<file path="config.mk">
export PLATFORM = sky130hd
export DESIGN_NAME = l2_miss_tracker
export DESIGN_NICKNAME = d
export VERILOG_FILES = /design/src/rtl/l2_miss_pkg.sv /design/src/rtl/l2_request_stage.sv /design/src/rtl/cam.sv /design/src/rtl/l2_pending_miss_cam.sv /design/src/rtl/smi_request_queue.sv /design/src/rtl/l2_miss_tracker.sv
export VERILOG_INCLUDE_DIRS = /design/src /design/src/rtl
export SDC_FILE = /design/constraint.sdc
export NUM_CORES = 1
export LEC_CHECK = 0
export BUFFER_PORTS_ARGS = -buffer_cell sky130_fd_sc_hd__buf_4
export CAP_MARGIN = 20
export CORE_ASPECT_RATIO = 0.75
export CORE_MARGIN = 2
export CORE_UTILIZATION = 45
export DETAILED_ROUTE_END_ITERATION = 8
export GPL_TIMING_DRIVEN = 0
export PLACE_DENSITY_LB_ADDON = 0.05
export SLEW_MARGIN = 20
export SYNTH_ARGS = -nofsm -noshare
export SYNTH_HDL_FRONTEND = slang
export SYNTH_SLANG_ARGS = --single-unit
</file>
<file path="constraint.sdc">
create_clock -name clk -period 4.1 [get_ports clk]
set_input_delay 0 -clock clk [delete_from_list [all_inputs] [get_ports clk]]
set_output_delay 0 -clock clk [all_outputs]
set_load 0.01 [all_outputs]
</file>
<file path="src/rtl/l2_miss_defines.svh">
// Size macros for the L2 miss tracker: pending table, request queue, line index
`ifndef L2_MISS_DEFINES_SVH
`define L2_MISS_DEFINES_SVH

// Entries in the pending-miss table
// A miss can be pending anywhere between the miss stage and memory, so this
// has to cover the request queue plus the two pipeline stages in front of it
`define L2_PENDING_ENTRIES 8

// Depth of the system memory request queue
`define L2_SMI_DEPTH 4

// Bits in a cache line index, which is the byte address without the line offset
`define L2_LINE_INDEX_WIDTH 26

`endif

</file>
<file path="src/rtl/l2_miss_pkg.sv">
// Package with the line index, pending index and count typedefs and the request struct
`default_nettype none

`include "l2_miss_defines.svh"

package l2_miss_pkg;

	// Address of one cache line as seen by the L2
	typedef logic [`L2_LINE_INDEX_WIDTH - 1:0] cache_line_index_t;

	// Selects one entry of the pending-miss table
	typedef logic [$clog2(`L2_PENDING_ENTRIES) - 1:0] pending_idx_t;

	// Occupancy of the request queue, from empty up to and including full
	typedef logic [$clog2(`L2_SMI_DEPTH + 1) - 1:0] smi_count_t;

	// One request as it leaves the miss stage register
	// Miss and fill are only ever set together with valid
	typedef struct packed
	{
		logic valid;
		logic miss;
		logic fill;
		cache_line_index_t addr;
	} l2_request_t;

endpackage

`default_nettype wire

</file>
<file path="src/rtl/l2_request_stage.sv">
// L2 miss stage register that turns the incoming request strobes into one request struct
`default_nettype none

module l2_request_stage
	(input wire logic clk,
	input wire logic reset,
	input wire logic request_valid,
	input wire l2_miss_pkg::cache_line_index_t request_addr,
	input wire logic request_miss,
	input wire logic request_fill,
	output l2_miss_pkg::l2_request_t stage_request);

	logic valid_q;
	logic miss_q;
	logic fill_q;
	l2_miss_pkg::cache_line_index_t addr_q;

	// Control bits of the stage
	// Flags are masked with valid so that an idle cycle never carries a stale
	// miss or fill into the pending-miss lookup
	always_ff @(posedge clk, posedge reset)
	begin
		if (reset)
		begin
			valid_q <= 1'b0;
			miss_q <= 1'b0;
			fill_q <= 1'b0;
		end
		else
		begin
			valid_q <= request_valid;
			miss_q <= request_valid && request_miss;
			fill_q <= request_valid && request_fill;
		end
	end

	// Line address is payload and is only captured with a request
	always_ff @(posedge clk)
	begin
		if (request_valid)
			addr_q <= request_addr;
	end

	// Present the stage contents as one struct to the pending-miss CAM
	assign stage_request = '{
		valid: valid_q,
		miss: miss_q,
		fill: fill_q,
		addr: addr_q
	};

endmodule

`default_nettype wire

</file>
<file path="src/rtl/cam.sv">
// Generic content-addressable memory with single-cycle lookup and one update port
`default_nettype none

module cam
	#(parameter NUM_ENTRIES = 8,
	parameter KEY_WIDTH = 32)
	(input wire logic clk,
	input wire logic reset,
	input wire logic [KEY_WIDTH - 1:0] lookup_key,
	output logic lookup_hit,
	output logic [$clog2(NUM_ENTRIES) - 1:0] lookup_idx,
	input wire logic update_en,
	input wire logic [$clog2(NUM_ENTRIES) - 1:0] update_idx,
	input wire logic [KEY_WIDTH - 1:0] update_key,
	input wire logic update_valid);

	localparam int IDX_WIDTH = $clog2(NUM_ENTRIES);

	logic [KEY_WIDTH - 1:0] entry_key[NUM_ENTRIES];
	logic [NUM_ENTRIES - 1:0] entry_valid;
	logic [NUM_ENTRIES - 1:0] match_oh;

	// Compare the key against every entry at once
	// Only entries holding a live key can match
	always_comb
	begin
		for (int i = 0; i < NUM_ENTRIES; i++)
			match_oh[i] = entry_valid[i] && (entry_key[i] == lookup_key);
	end

	// The owner never writes the same key into two valid entries, so at most
	// one match bit is set and OR-ing the indexes of set bits gives the entry
	always_comb
	begin
		lookup_idx = '0;
		for (int i = 0; i < NUM_ENTRIES; i++)
		begin
			if (match_oh[i])
				lookup_idx = lookup_idx | IDX_WIDTH'(i);
		end
	end

	assign lookup_hit = |match_oh;

	// Valid bits decide which entries take part in the lookup
	always_ff @(posedge clk, posedge reset)
	begin
		if (reset)
			entry_valid <= '0;
		else if (update_en)
			entry_valid[update_idx] <= update_valid;
	end

	// Keys are storage and are meaningless until their valid bit is set
	always_ff @(posedge clk)
	begin
		if (update_en)
			entry_key[update_idx] <= update_key;
	end

endmodule

`default_nettype wire

</file>
<file path="src/rtl/l2_pending_miss_cam.sv">
// Pending-miss table that flags duplicate requests and decides which misses go to memory
`default_nettype none

`include "l2_miss_defines.svh"

module l2_pending_miss_cam
	(input wire logic clk,
	input wire logic reset,
	input wire l2_miss_pkg::l2_request_t stage_request,
	output logic duplicate_request,
	output logic enqueue_valid,
	output l2_miss_pkg::cache_line_index_t enqueue_addr);

	localparam int NUM_ENTRIES = `L2_PENDING_ENTRIES;

	logic cam_hit;
	l2_miss_pkg::pending_idx_t cam_hit_idx;
	// One bit per table entry, set while that entry holds no pending line
	logic [NUM_ENTRIES - 1:0] free_entries;
	logic [NUM_ENTRIES - 1:0] next_free_oh;
	l2_miss_pkg::pending_idx_t next_free_idx;
	logic table_full;
	logic request_hit;
	logic need_entry;
	logic alloc_entry;
	logic release_entry;

	// Line lookup runs on the registered request in the same cycle
	cam #(.NUM_ENTRIES(NUM_ENTRIES),
		.KEY_WIDTH($bits(l2_miss_pkg::cache_line_index_t))) pending_lines(
		.clk(clk),
		.reset(reset),
		.lookup_key(stage_request.addr),
		.lookup_hit(cam_hit),
		.lookup_idx(cam_hit_idx),
		.update_en(alloc_entry || release_entry),
		.update_idx(request_hit ? cam_hit_idx : next_free_idx),
		.update_key(stage_request.addr),
		.update_valid(alloc_entry));

	// Isolate the lowest set bit of the free mask
	assign next_free_oh = free_entries & ~(free_entries - 1'b1);

	// Turn the isolated free bit into an entry number
	always_comb
	begin
		next_free_idx = '0;
		for (int i = 0; i < NUM_ENTRIES; i++)
		begin
			if (next_free_oh[i])
				next_free_idx = next_free_idx | l2_miss_pkg::pending_idx_t'(i);
		end
	end

	assign table_full = (free_entries == '0);

	// A hit means some earlier transaction already owns this line
	assign request_hit = stage_request.valid && cam_hit;

	// Returning fill data ends the pending transaction for its line
	assign release_entry = request_hit && stage_request.fill;

	// First miss to a line needs a table entry and a memory read
	assign need_entry = stage_request.valid && stage_request.miss && !cam_hit;

	// A first miss takes an entry only while one is free
	// With the table full the miss gets neither an entry nor a memory read
	assign alloc_entry = need_entry && !table_full;

	// Outputs come off the stage register and the lookup, so the flag is valid
	// in the cycle after the strobe and the push lands on the next edge
	assign duplicate_request = request_hit;
	assign enqueue_valid = alloc_entry;
	assign enqueue_addr = stage_request.addr;

	// Free mask follows the CAM valid bits
	always_ff @(posedge clk, posedge reset)
	begin
		if (reset)
			free_entries <= '1;
		else if (release_entry)
			free_entries[cam_hit_idx] <= 1'b1;
		else if (alloc_entry)
			free_entries[next_free_idx] <= 1'b0;
	end

endmodule

`default_nettype wire

</file>
<file path="src/rtl/smi_request_queue.sv">
// System memory request queue holding line indexes that wait for a memory read
`default_nettype none

`include "l2_miss_defines.svh"

module smi_request_queue
	(input wire logic clk,
	input wire logic reset,
	input wire logic enqueue_valid,
	input wire l2_miss_pkg::cache_line_index_t enqueue_addr,
	input wire logic mem_read_ack,
	output logic mem_read_valid,
	output l2_miss_pkg::cache_line_index_t mem_read_addr,
	output logic smi_full);

	localparam int DEPTH = `L2_SMI_DEPTH;
	localparam int PTR_WIDTH = $clog2(DEPTH);
	localparam logic [PTR_WIDTH - 1:0] LAST_SLOT = PTR_WIDTH'(DEPTH - 1);
	localparam l2_miss_pkg::smi_count_t FULL_COUNT = l2_miss_pkg::smi_count_t'(DEPTH);

	l2_miss_pkg::cache_line_index_t slots[DEPTH];
	logic [PTR_WIDTH - 1:0] write_ptr;
	logic [PTR_WIDTH - 1:0] read_ptr;
	l2_miss_pkg::smi_count_t count;
	logic push;
	logic pop;

	// There is no stall path back to the miss stage
	// A push that finds the queue full is simply not taken
	assign push = enqueue_valid && !smi_full;

	// Memory only acknowledges a read that is being shown
	assign pop = mem_read_ack && mem_read_valid;

	// Levels seen by memory and by the rest of the cache
	assign mem_read_valid = (count != '0);
	assign smi_full = (count == FULL_COUNT);
	assign mem_read_addr = slots[read_ptr];

	// Pointers wrap explicitly so the depth need not be a power of two
	always_ff @(posedge clk, posedge reset)
	begin
		if (reset)
		begin
			write_ptr <= '0;
			read_ptr <= '0;
		end
		else
		begin
			if (push)
				write_ptr <= (write_ptr == LAST_SLOT) ? '0 : write_ptr + 1'b1;

			if (pop)
				read_ptr <= (read_ptr == LAST_SLOT) ? '0 : read_ptr + 1'b1;
		end
	end

	// Push and pop together leave the count alone
	always_ff @(posedge clk, posedge reset)
	begin
		if (reset)
			count <= '0;
		else if (push && !pop)
			count <= count + 1'b1;
		else if (pop && !push)
			count <= count - 1'b1;
	end

	// Slot contents only matter between push and pop
	always_ff @(posedge clk)
	begin
		if (push)
			slots[write_ptr] <= enqueue_addr;
	end

endmodule

`default_nettype wire

</file>
<file path="src/rtl/l2_miss_tracker.sv">
// Top level of the L2 miss tracker: miss stage, pending-miss CAM and memory request queue
`default_nettype none

module l2_miss_tracker
	(input wire logic clk,
	input wire logic reset,
	input wire logic request_valid,
	input wire l2_miss_pkg::cache_line_index_t request_addr,
	input wire logic request_miss,
	input wire logic request_fill,
	input wire logic mem_read_ack,
	output logic mem_read_valid,
	output l2_miss_pkg::cache_line_index_t mem_read_addr,
	output logic duplicate_request,
	output logic smi_full);

	// Request as registered by the miss stage
	l2_miss_pkg::l2_request_t stage_request;

	// First misses on their way into the request queue
	logic enqueue_valid;
	l2_miss_pkg::cache_line_index_t enqueue_addr;

	// Strobes in, one registered request out
	l2_request_stage request_stage(
		.clk(clk),
		.reset(reset),
		.request_valid(request_valid),
		.request_addr(request_addr),
		.request_miss(request_miss),
		.request_fill(request_fill),
		.stage_request(stage_request));

	// Filters out loads for lines that already have one in flight
	l2_pending_miss_cam pending_miss_cam(
		.clk(clk),
		.reset(reset),
		.stage_request(stage_request),
		.duplicate_request(duplicate_request),
		.enqueue_valid(enqueue_valid),
		.enqueue_addr(enqueue_addr));

	// Hands reads to memory one at a time, in order of arrival
	smi_request_queue request_queue(
		.clk(clk),
		.reset(reset),
		.enqueue_valid(enqueue_valid),
		.enqueue_addr(enqueue_addr),
		.mem_read_ack(mem_read_ack),
		.mem_read_valid(mem_read_valid),
		.mem_read_addr(mem_read_addr),
		.smi_full(smi_full));

endmodule

`default_nettype wire

</file>
# Word level (Yosys, flattened, before mapping)
# Memory sizes are Yosys's and may differ from the RTL's.
# Cells that the tools add are included.
# classes
n_reduce_logical	33
eq_ne	11
bitwise	5
n_lt_le_gt_ge	6
n_shift	0
div_mod_pow	0
add_sub_neg	5
mul	0
n_mux	32
# ops
cell	count
$eq A26 B26 Y1	8
$mux W3	11
$logic_and A1 B1 Y1	22
$and A8 B8 Y8	2
$mux W8	2
$not A8 Y8	2
$lt A3 B4 Y1 const B	3
$mux W2	6
$demux W1 S3	3
$ge A3 B1 Y1 const B	3
$mux W1	9
$bwmux W8	1
$logic_not A8 Y1	1
$or A8 B8 Y8	1
$reduce_or A8 Y1	1
$sub A8 B1 Y8 const B	1
$logic_not A1 Y1	5
$add A2 B1 Y2 const B	2
$eq A2 B2 Y1 const B	2
$reduce_bool A2 Y1	2
$add A3 B1 Y3 const B	1
$eq A3 B3 Y1 const B	1
$reduce_bool A3 Y1	1
$sub A3 B1 Y3 const B	1
$logic_or A1 B1 Y1	1
# totals
latchBits	0
wordCells	103
output_inout_bits	29
rom_bits	0
inputBits	32
ff_bits	52
ram_bits	312
mem_count	2
# mem_list
memory	depth	width	read_ports	rd_ports_with_merged_regs	wr	line_no	text
pending_miss_cam.pending_lines.entry_key	8	26	8	0	1	cam.sv:19	logic [KEY_WIDTH - 1:0] entry_key[NUM_ENTRIES];
request_queue.slots	4	26	1	0	1	smi_request_queue.sv:21	l2_miss_pkg::cache_line_index_t slots[DEPTH];

# Depth between registers and ports, before layout
# Gate-level depths: netlist of run 1.
# depth
depth_word	18
mapped_depth	15
depth_no_buf	13

# Hierarchy
# From an unflattened synthesis of run 1, not the netlist that was laid out.
# hier_totals
hier_cells	855
area_unflattened_um2	15119.5
# modules_own_cells
mod	area_each_um2	seq_area_each_um2	cells_per_inst	instances
cam	9232.6	6446.2	556	1
smi_request_queue	4264.1	3298.2	174	1
l2_request_stage	894.6	855.8	35	1
l2_pending_miss_cam	728.2	210.2	90	1

# Least setup slack after synthesis of run 1
# OpenSTA, ideal clock, no wires.
# synth_timing
path_type	flip-flop to flip-flop
from	register request_stage.addr_q[24]
to	memory pending_miss_cam.pending_lines.entry_key[1][0] in the netlist's numbering (enable)
stages_incl_launch_ff	10
n_path_buf	1
required_time_ns	3.691
setup_ns	0.409
arrival_ns	3.062
setup_slack_ns	0.630
synth_period_minus_slack_ns	3.470
path_cell_list	edfxtp_1 -> buf_4 -> xnor2_1 -> nand4_1 -> nor4_4 -> a22oi_4 -> nand4_2 -> nand2_1 -> a22o_1 -> nor2_1
# synth_between
elab_chain_len	10
word_cells_on_any_way	33
classes_between	8 x eq/ne; 10 x mux; 15 x reduce/logical
# synth_lines
item	line_no	text
start: declaration	l2_request_stage.sv:16	l2_miss_pkg::cache_line_index_t addr_q;
start signal: assignment	l2_request_stage.sv:41	addr_q <= request_addr;
$eq A26 B26 Y1	cam.sv:28	match_oh[i] = entry_valid[i] && (entry_key[i] == lookup_key);
$logic_and A1 B1 Y1	cam.sv:28	
$mux W1	cam.sv:38	if (match_oh[i])
$mux W2 (2 in series)	cam.sv:38	
$mux W3 (4 in series)	cam.sv:38	
$mux W3	l2_pending_miss_cam.sv:37	.update_idx(request_hit ? cam_hit_idx : next_free_idx),
end: declaration	cam.sv:19	
# Parallel ways exist; a longest one is shown, timed or not.

# Worst setup path in the final report of run 1
# layout_timing
from	register request_stage.addr_q[24]
to	register request_queue.count[2]
# layout_between
elab_chain_len	10
word_cells_on_any_way	26
classes_between	8 x eq/ne; 1 x mux; 17 x reduce/logical
# layout_lines
item	line_no	text
$eq A26 B26 Y1	cam.sv:28	
$logic_and A1 B1 Y1	cam.sv:28	
$reduce_or A8 Y1 (*)	cam.sv:43	assign lookup_hit = |match_oh;
$logic_not A1 Y1 (*)	l2_pending_miss_cam.sv:64	assign need_entry = stage_request.valid && stage_request.miss && !cam_hit;
$logic_and A1 B1 Y1 (*)	l2_pending_miss_cam.sv:64	
$logic_and A1 B1 Y1 (*)	l2_pending_miss_cam.sv:68	assign alloc_entry = need_entry && !table_full;
$logic_and A1 B1 Y1 (*)	smi_request_queue.sv:30	assign push = enqueue_valid && !smi_full;
via request_queue.push	smi_request_queue.sv:25	logic push;
$logic_not A1 Y1	smi_request_queue.sv:65	else if (pop && !push)
$logic_and A1 B1 Y1	smi_request_queue.sv:65	
$reduce_bool A2 Y1 (no source line)	--	
end signal: assignment	smi_request_queue.sv:64	count <= count + 1'b1;
end signal: assignment	smi_request_queue.sv:66	count <= count - 1'b1;
end: declaration	smi_request_queue.sv:24	l2_miss_pkg::smi_count_t count;
# The timed path passes the listed nets; every way through them passes the cells marked *.
# A chain may end at the register's enable or synchronous reset.

==> flow_metrics.py, run 1 <==
metrics = {
    "setup_path": {
        "crit_path_end_kind": "register",
        "reg2regPathDepth": 15,
        "r2r-start": "request_stage.addr_q[24]",
        "worst-path-max-fanout": 13,
        "arrival_ns": 4.30,
        "timing.critical_path.from": "request_stage.addr_q[24]",
        "crit_type": "register to register",
        "crit_required_ns": 4.56,
        "r2r-end": "request_queue.count[2]",
        "r2r_setup_slack_ns": 0.26,
        "cp-start-kind": "register",
        "worstSetupEndpoint": "request_queue.count[2]",
    },
    "layout": {
        "n_fill_cell": 2572,
        "final_common_cell": "edfxtp_1",
        "mostFrequentLayoutCells": "edfxtp_1, xnor2_1, buf_4, nand4_1, clkbuf_16",
        "n_antenna_cell": 0,
        "finish.net_count": 1055,
        "final_core_util_pct": 55.54,
        "final_cells": 1487,
        "drive_above_1_share_pct": 24.50,
        "final_area_um2": 18100,
        "area_delta_synth_final_pct": 20.71,
    },
    "clocking": {
        "cts_tree": "built",
        "cts-root-buf": "clkbuf_16",
        "clk_pin_slew_worst_paths_ns": 0.06,
        "cts_buffer_depth": 3,
        "cts_sinks": 364,
        "cts_buffers": 38,
        "htree_levels": 2,
        "clk_latency_ns": 0.54,
    },
    "place": {
        "placed_area_um2": 16270,
        "routabilityCongestion": 0.8158,
        "dpl.cell_count": 1354,
        "hpwlAfterDp_um": 23810,
        "place.port_buffers": 60,
    },
    "pwr": {
        "leakagePower_nw": 5.984,
        "p_total_mw": 7.997,
        "switching_share_pct": 21.10,
        "vdd.ir_drop.worst_mv": 0.3363,
        "p_comb_share_pct": 5.7,
        "seqPwrFrac_pct": 52.1,
        "powerDensity_nw_per_um2": 441.8,
        "clock_power_share_pct": 42.2,
        "p_int_mw": 6.309,
        "power.net_switching_mw": 1.688,
    },
    "sta": {
        "rsz0062_at_grt": "true",
        "finalSetupViolCount": 0,
        "hold_viol": 0,
        "layout_min_cycle_time_ns": 3.840,
        "period_share_pct": 93.66,
        "max_clock_freq_mhz": 260.4,
        "tns_ns": 0,
        "clock_skew_ns": 0.01956,
        "finalMaxSlewViolations": 0,
        "tightest_slew_ns": 0.9315,
        "relSlewSlack_pct": 37.90,
    },
    "die": {
        "core-area_um2": 32590,
        "chipWidth_um": 214.8,
        "die_y_um": 162.1,
        "die_area_um2": 34810,
        "pin_count": 61,
        "start_util_pct": 46.01,
        "rows": 57,
    },
    "synthesis": {
        "synth_compound_area_share_pct": 2.587,
        "synthFlopType": "edfxtp_1",
        "yosysUniqueCellTypes": 60,
        "ys_seq_elements": 364,
        "synth_edf_count": 338,
        "synthSimpleGateAreaFrac_pct": 5.557,
        "yosysWarningCount": 0,
        "synth_adder_area_share_pct": 0.6341,
        "syn_inst": 842,
        "synth_xor_area_share_pct": 12.47,
        "avgSynthCellArea_um2": 17.81,
        "ys_seq_area_share_pct": 72.09,
        "synth_top_family_by_area": "XOR/XNOR gates",
        "synth_fp_nets": 881,
        "synthArstFlopShare_pct": 7.143,
        "syn_area_um2": 15000,
        "synthMuxAreaShare_pct": 4.272,
    },
    "flow_run": {
        "max-cap-violations": 0,
    },
    "detailed_routing": {
        "num_vias": 7817,
        "firstDrtPassIters": 5,
        "viasPerCell": 5.257,
        "routedWlPerCell_um": 24.27,
        "detailedRoute.firstIterationViolations": 649,
        "drc": 0,
        "wirelength_um": 36090,
        "ant_nets": 0,
    },
    "grt": {
        "grt_pass1_wl_um": 52700,
        "grt_max_degree": 30,
        "antenna_found_initial": 1,
        "grt_use_total_pct": 21.13,
        "grt_pass1_vias": 7998,
        "gr-total-overflow": 0,
    },
    "status": {
        "outcome": "finished, final reports clean",
    },
    "min_path": {
        "hp-class": "input pin to async pin",
    },
}
critical path, cell delays in order (launching register included):
cell      delay [ns]
edfxtp_1        0.65
buf_4           0.31
xnor2_1         0.09
nand4_1         0.17
nor4_2          0.10
a22oi_2         0.36
nand4_4         0.21
or2_1           0.27
buf_6           0.16
nor2_4          0.19
ha_1            0.23
inv_1           0.07
fa_1            0.43
xor2_1          0.18
nor2_1          0.15
xor2_1          0.16
cells by family after synthesis:
group / after synthesis
simple gates: 132
compound gates: 46
buf+inv: 51
fa+ha+maj: 7
flops: 364
xor+xnor: 211
mux: 31
state kept, by name (all words and copies together) (netlist names):
name	cells
pending_miss_cam.free_entries	8
pending_miss_cam.pending_lines.entry_valid	8
pending_miss_cam.pending_lines.entry_key	208
request_stage.miss_q	1
request_stage.addr_q	26
request_stage.valid_q	1
request_queue.slots	104
request_queue.write_ptr	2
request_queue.count	3
request_queue.read_ptr	2
request_stage.fill_q	1
synth_stat cells, drive strengths merged (2+ instances only):
cell type,number,area [µm²]
clkbuf,3,11.26
mux4,26,585.6
dfstp,8,210.2
a21o,6,45.04
o21ba,2,20.02
a21oi,8,40.04
nor2,15,63.81
and2,12,82.58
a211oi,2,27.53
edfxtp,338,10150
a22o,5,43.79
nor3,11,55.05
xnor2,209,1853
dfrtp,18,450.4
nor4,10,123.9
inv,15,56.30
nor3b,2,15.01
or2,2,12.52
o21ai,7,46.30
buf,33,290.3
o31ai,4,30.03
nand4,50,319.1
a22oi,4,67.56
xor2,2,17.52
nand3,11,55.05
o21a,2,15.01
mux2,4,45.04
ha,6,75.07
nand2,11,41.29
routing by layer:
| metal | part of all wire [%] | global-route usage (%) |
|---|---|---|
| met1 | 48 | 32.22 |
| met2 | 45 | 32.13 |
| met3 | 4.8 | 3.240 |
| met4 | 1.7 | 5.019 |
| met5 | 0 | 0 |
worst min-delay path by stage:
stage	start	endpoint	slack [ns]	cells past startpoint
floorplan	reset	pending_miss_cam.pending_lines.entry_valid[0]	0.03	1
global placement	request_addr[25]	request_stage.addr_q[25]	0.18	1
detailed placement	reset	request_queue.count[2]	0.13	2
CTS	reset	request_queue.read_ptr[1]	0.12	3
global route	request_addr[19]	request_stage.addr_q[19]	0.16	2
finish	reset	request_queue.read_ptr[1]	0.12	3
per-stage QoR:
stage	hold slack, ns	setup WS (ns)
2_1_floorplan	0.03143	0.6296
3_3_place_gp	0.1783	-1.261
3_5_place_dp	0.1285	-0.08631
4_1_cts	0.1166	0.01295
5_1_grt	0.1622	-0.04403
6_report	0.1196	0.2600
power by group through the flow:
stage,combinational [mW],clock (mW),sequential (mW)
6_report,0.458,3.37,4.17
5_1_grt,0.491,3.59,4.17
4_1_cts,0.391,3.44,4.21
3_5_place_dp,0.343,0,4.29
3_3_place_gp,0.339,0,4.29
2_1_floorplan,0.236,0,4.23
cell type report:
class	instances	area, µm²	share of cell area (%)
repair buffers	134	1286	7.106
clock buffers	52	1055	5.827
clock inverters	17	153.9	0.8502
flip-flops and latches	364	10810	59.72
inverters	15	56.30	0.3111
multi-input cells	427	3885	21.46
well taps	442	553.0	3.055
plain buffers	36	301.5	1.666
what timing repair did:
action,4_1_cts,5_1_grt
hold endpoints to repair,83,0
setup buffers,4,28
pin swaps,0,2
gates resized for setup,1,2
hold buffers,32,0
endpoints found under the setup margin,39,29
No activity file was read; power rests on OpenSTA's default activity.
==> inputs of run 2 (changes only) <==
==> constraint.sdc (replaced) <==
create_clock -name clk -period 3.17 [get_ports clk]
set_input_delay 0 -clock clk [delete_from_list [all_inputs] [get_ports clk]]
set_output_delay 0 -clock clk [all_outputs]
set_load 0.01 [all_outputs]
==> run 2 against run 1 <==
Effect of this change:
- the run now ends with negative setup slack left
- largest power group unchanged
- non-clock buffer count is 40 higher
- utilization is 2.6 points higher
- register-to-register slack worse by 0.26 ns
- clock power is 34% higher
- routed wire length is 8.8% higher
- maximum frequency is 21% higher
- sequential power is 28% higher
- count of clock-buffer cells in the layout is 2 lower
- cell count is 2.8% higher
- die area stayed put
- via count is 5.1% higher
- sequential cell count stayed put
==> flow_metrics.py, run 2 (synthesis results as in run 1) <==
metrics = {
    "detailed_routing": {
        "routedWlPerCell_um": 25.68,
        "firstDrtPassIters": 5,
        "ant_nets": 0,
        "num_vias": 8215,
        "detailedRoute.firstIterationViolations": 695,
        "drc": 0,
        "viasPerCell": 5.373,
        "wirelength_um": 39270,
    },
    "layout": {
        "multiInputGateArea_um2": 4164,
        "n_antenna_cell": 0,
        "finish.net_count": 1098,
        "final_common_cell": "edfxtp_1",
        "final_cells": 1529,
        "mostFrequentLayoutCells": "edfxtp_1, xnor2_1, buf_4, nand4_1, clkbuf_16",
        "reg.largest.list": "pending_miss_cam.pending_lines.entry_key (208), request_queue.slots (104), request_stage.addr_q (26)",
        "drive_above_1_share_pct": 29.99,
        "regArea_um2": 10810,
        "max_flop_register": "pending_miss_cam.pending_lines.entry_key",
        "final_core_util_pct": 58.10,
        "area_delta_synth_final_pct": 26.27,
        "largest_reg_flops": 208,
        "n_fill_cell": 2463,
    },
    "die": {
        "die_y_um": 162.1,
        "pin_count": 61,
        "start_util_pct": 46.01,
        "core-area_um2": 32590,
        "die_area_um2": 34810,
        "chipWidth_um": 214.8,
        "rows": 57,
    },
    "sta": {
        "layout_min_cycle_time_ns": 3.171,
        "tightest_slew_ns": 0.9201,
        "worst_slack_ns": -0.0006435,
        "hold_viol": 0,
        "max_clock_freq_mhz": 315.4,
        "rsz0062_at_grt": "true",
        "clock_skew_ns": 0.02595,
        "period_share_pct": 100.0,
        "finalSetupViolCount": 1,
        "finalMaxSlewViolations": 0,
        "relSlewSlack_pct": 38.66,
    },
    "grt": {
        "grt_pass1_wl_um": 55840,
        "grt_pass1_vias": 8319,
        "grt_max_degree": 30,
        "antenna_found_initial": 0,
        "gr-total-overflow": 0,
        "grt_use_total_pct": 22.46,
    },
    "setup_path": {
        "crit_required_ns": 3.41,
        "arrival_ns": 3.41,
        "crit_type": "register to register",
        "critPathMostFrequentCell": "buf_6",
        "cpPeakStageDelay_ns": 0.52,
        "crit_path_end_kind": "register",
        "worst-path-max-fanout": 6,
        "cp_top_family": "simple AND/OR/NAND/NOR gates",
        "cp-start-kind": "register",
        "crit_path_cell_trace": "buf_12 > xnor2_4 > nand4_1 > nor4_4 > a22oi_2 > buf_4 > nand2_1 > or2_4 > a22o_4 > nor2_4 > buf_6 > buf_6",
        "cp_slowest_cell": "edfxtp_1",
        "path_buf_inv": 4,
    },
    "clocking": {
        "htree_levels": 2,
        "cts_sinks": 364,
        "cts_buffer_depth": 3,
        "cts-root-buf": "clkbuf_16",
        "cts_tree": "built",
        "cts_buffers": 38,
        "clk_pin_slew_worst_paths_ns": 0.06,
        "clk_latency_ns": 0.54,
    },
    "place": {
        "place.port_buffers": 60,
        "routabilityCongestion": 0.8317,
        "dpl.cell_count": 1353,
        "hpwlAfterDp_um": 23380,
    },
    "pwr": {
        "p_comb_share_pct": 6.3,
        "powerDensity_nw_per_um2": 556.4,
        "switching_share_pct": 21.06,
        "clock_power_share_pct": 43.0,
        "vdd.ir_drop.worst_mv": 0.4626,
        "leakagePower_nw": 6.391,
        "seqPwrFrac_pct": 50.7,
        "power.net_switching_mw": 2.219,
        "p_int_mw": 8.316,
    },
    "status": {
        "violations": "negative setup slack",
        "outcome": "complete, but fails checks",
    },
    "min_path": {
        "hp-class": "input pin to async pin",
    },
    "flow_run": {
        "max-cap-violations": 0,
    },
}
run 2: through the flow:
| step | hold WS, ns | area [µm²] | TNS (ns) | power (mW) | setup WS, ns |
|---|---|---|---|---|---|
| 6_report | 0.1116 | 18940 | -0.0006435 | 10.53 | -0.0006435 |
| 5_1_grt | 0.1657 | 18940 | -6.690 | 10.85 | -0.1066 |
| 4_1_cts | 0.1597 | 18400 | -0.2670 | 10.61 | -0.04301 |
| 3_5_place_dp | 0.1794 | 16250 | -219.49 | 5.997 | -0.9739 |
| 3_3_place_gp | 0.1779 | 16010 | -389.54 | 5.988 | -1.536 |
| 2_1_floorplan | 0.03143 | 15010 | 0 | 5.776 | 0.1043 |
run 2: what timing repair did:
item                                   CTS  global route
pin swaps                               21            25
gates cloned                             2             8
hold buffers                            33             0
setup buffers                           39            31
endpoints found under the hold margin   74             0
gates resized for setup                 32            35
setup endpoints to repair              332           266
run 2: routing by layer:
layer | share of wire, % | up-vias | track usage, %
met5 | 0 | - | 0
met4 | 1.8 | 0 | 5.745
met3 | 7.8 | 56 | 5.150
met2 | 45 | 295 | 34.42
met1 | 45 | 4242 | 32.67
li1 | - | 3622 | -
run 2: worst register-to-register path, stage by stage, from the launching register on:
cell and delay [ns]:
edfxtp_1 0.52, buf_12 0.21, xnor2_4 0.12, nand4_1 0.26
nor4_4 0.11, a22oi_2 0.31, buf_4 0.19, nand2_1 0.10
or2_4 0.30, a22o_4 0.30, nor2_4 0.16, buf_6 0.16
buf_6 0.15
run 2: power groups by stage:
stage	clock network (mW)	registers, mW	logic, mW
after floorplan	0	5.47	0.306
after global placement	0	5.55	0.439
after detailed placement	0	5.55	0.443
after CTS	4.61	5.34	0.663
after global routing	4.79	5.34	0.713
final	4.52	5.34	0.666
run 2: layout make-up:
type | count | area share (%)
flip-flops and latches | 364 | 57.09
multi-input cells | 430 | 21.99
repair buffers | 178 | 9.502
clock buffers | 50 | 5.702
well taps | 442 | 2.921
plain buffers | 32 | 1.500
clock inverters | 18 | 0.9978
inverters | 15 | 0.2973
run 2: path summary, 6_finish.rpt:
kind,startpoint,end,slack [ns],cells after the start
min in group clk,request_addr[2],request_stage.addr_q[2],0.19,2
worst max register to register,request_stage.addr_q[6],pending_miss_cam.pending_lines.entry_key[1][22],-0.0006,12
worst max-delay path,request_stage.addr_q[6],pending_miss_cam.pending_lines.entry_key[1][22],-0.0006,12
worst min-delay path,reset,pending_miss_cam.pending_lines.entry_valid[7],0.11,3
max in group asynchronous,reset,request_queue.read_ptr[0],2.64,3
worst min register to register,request_queue.count[2],request_queue.count[2],0.50,1
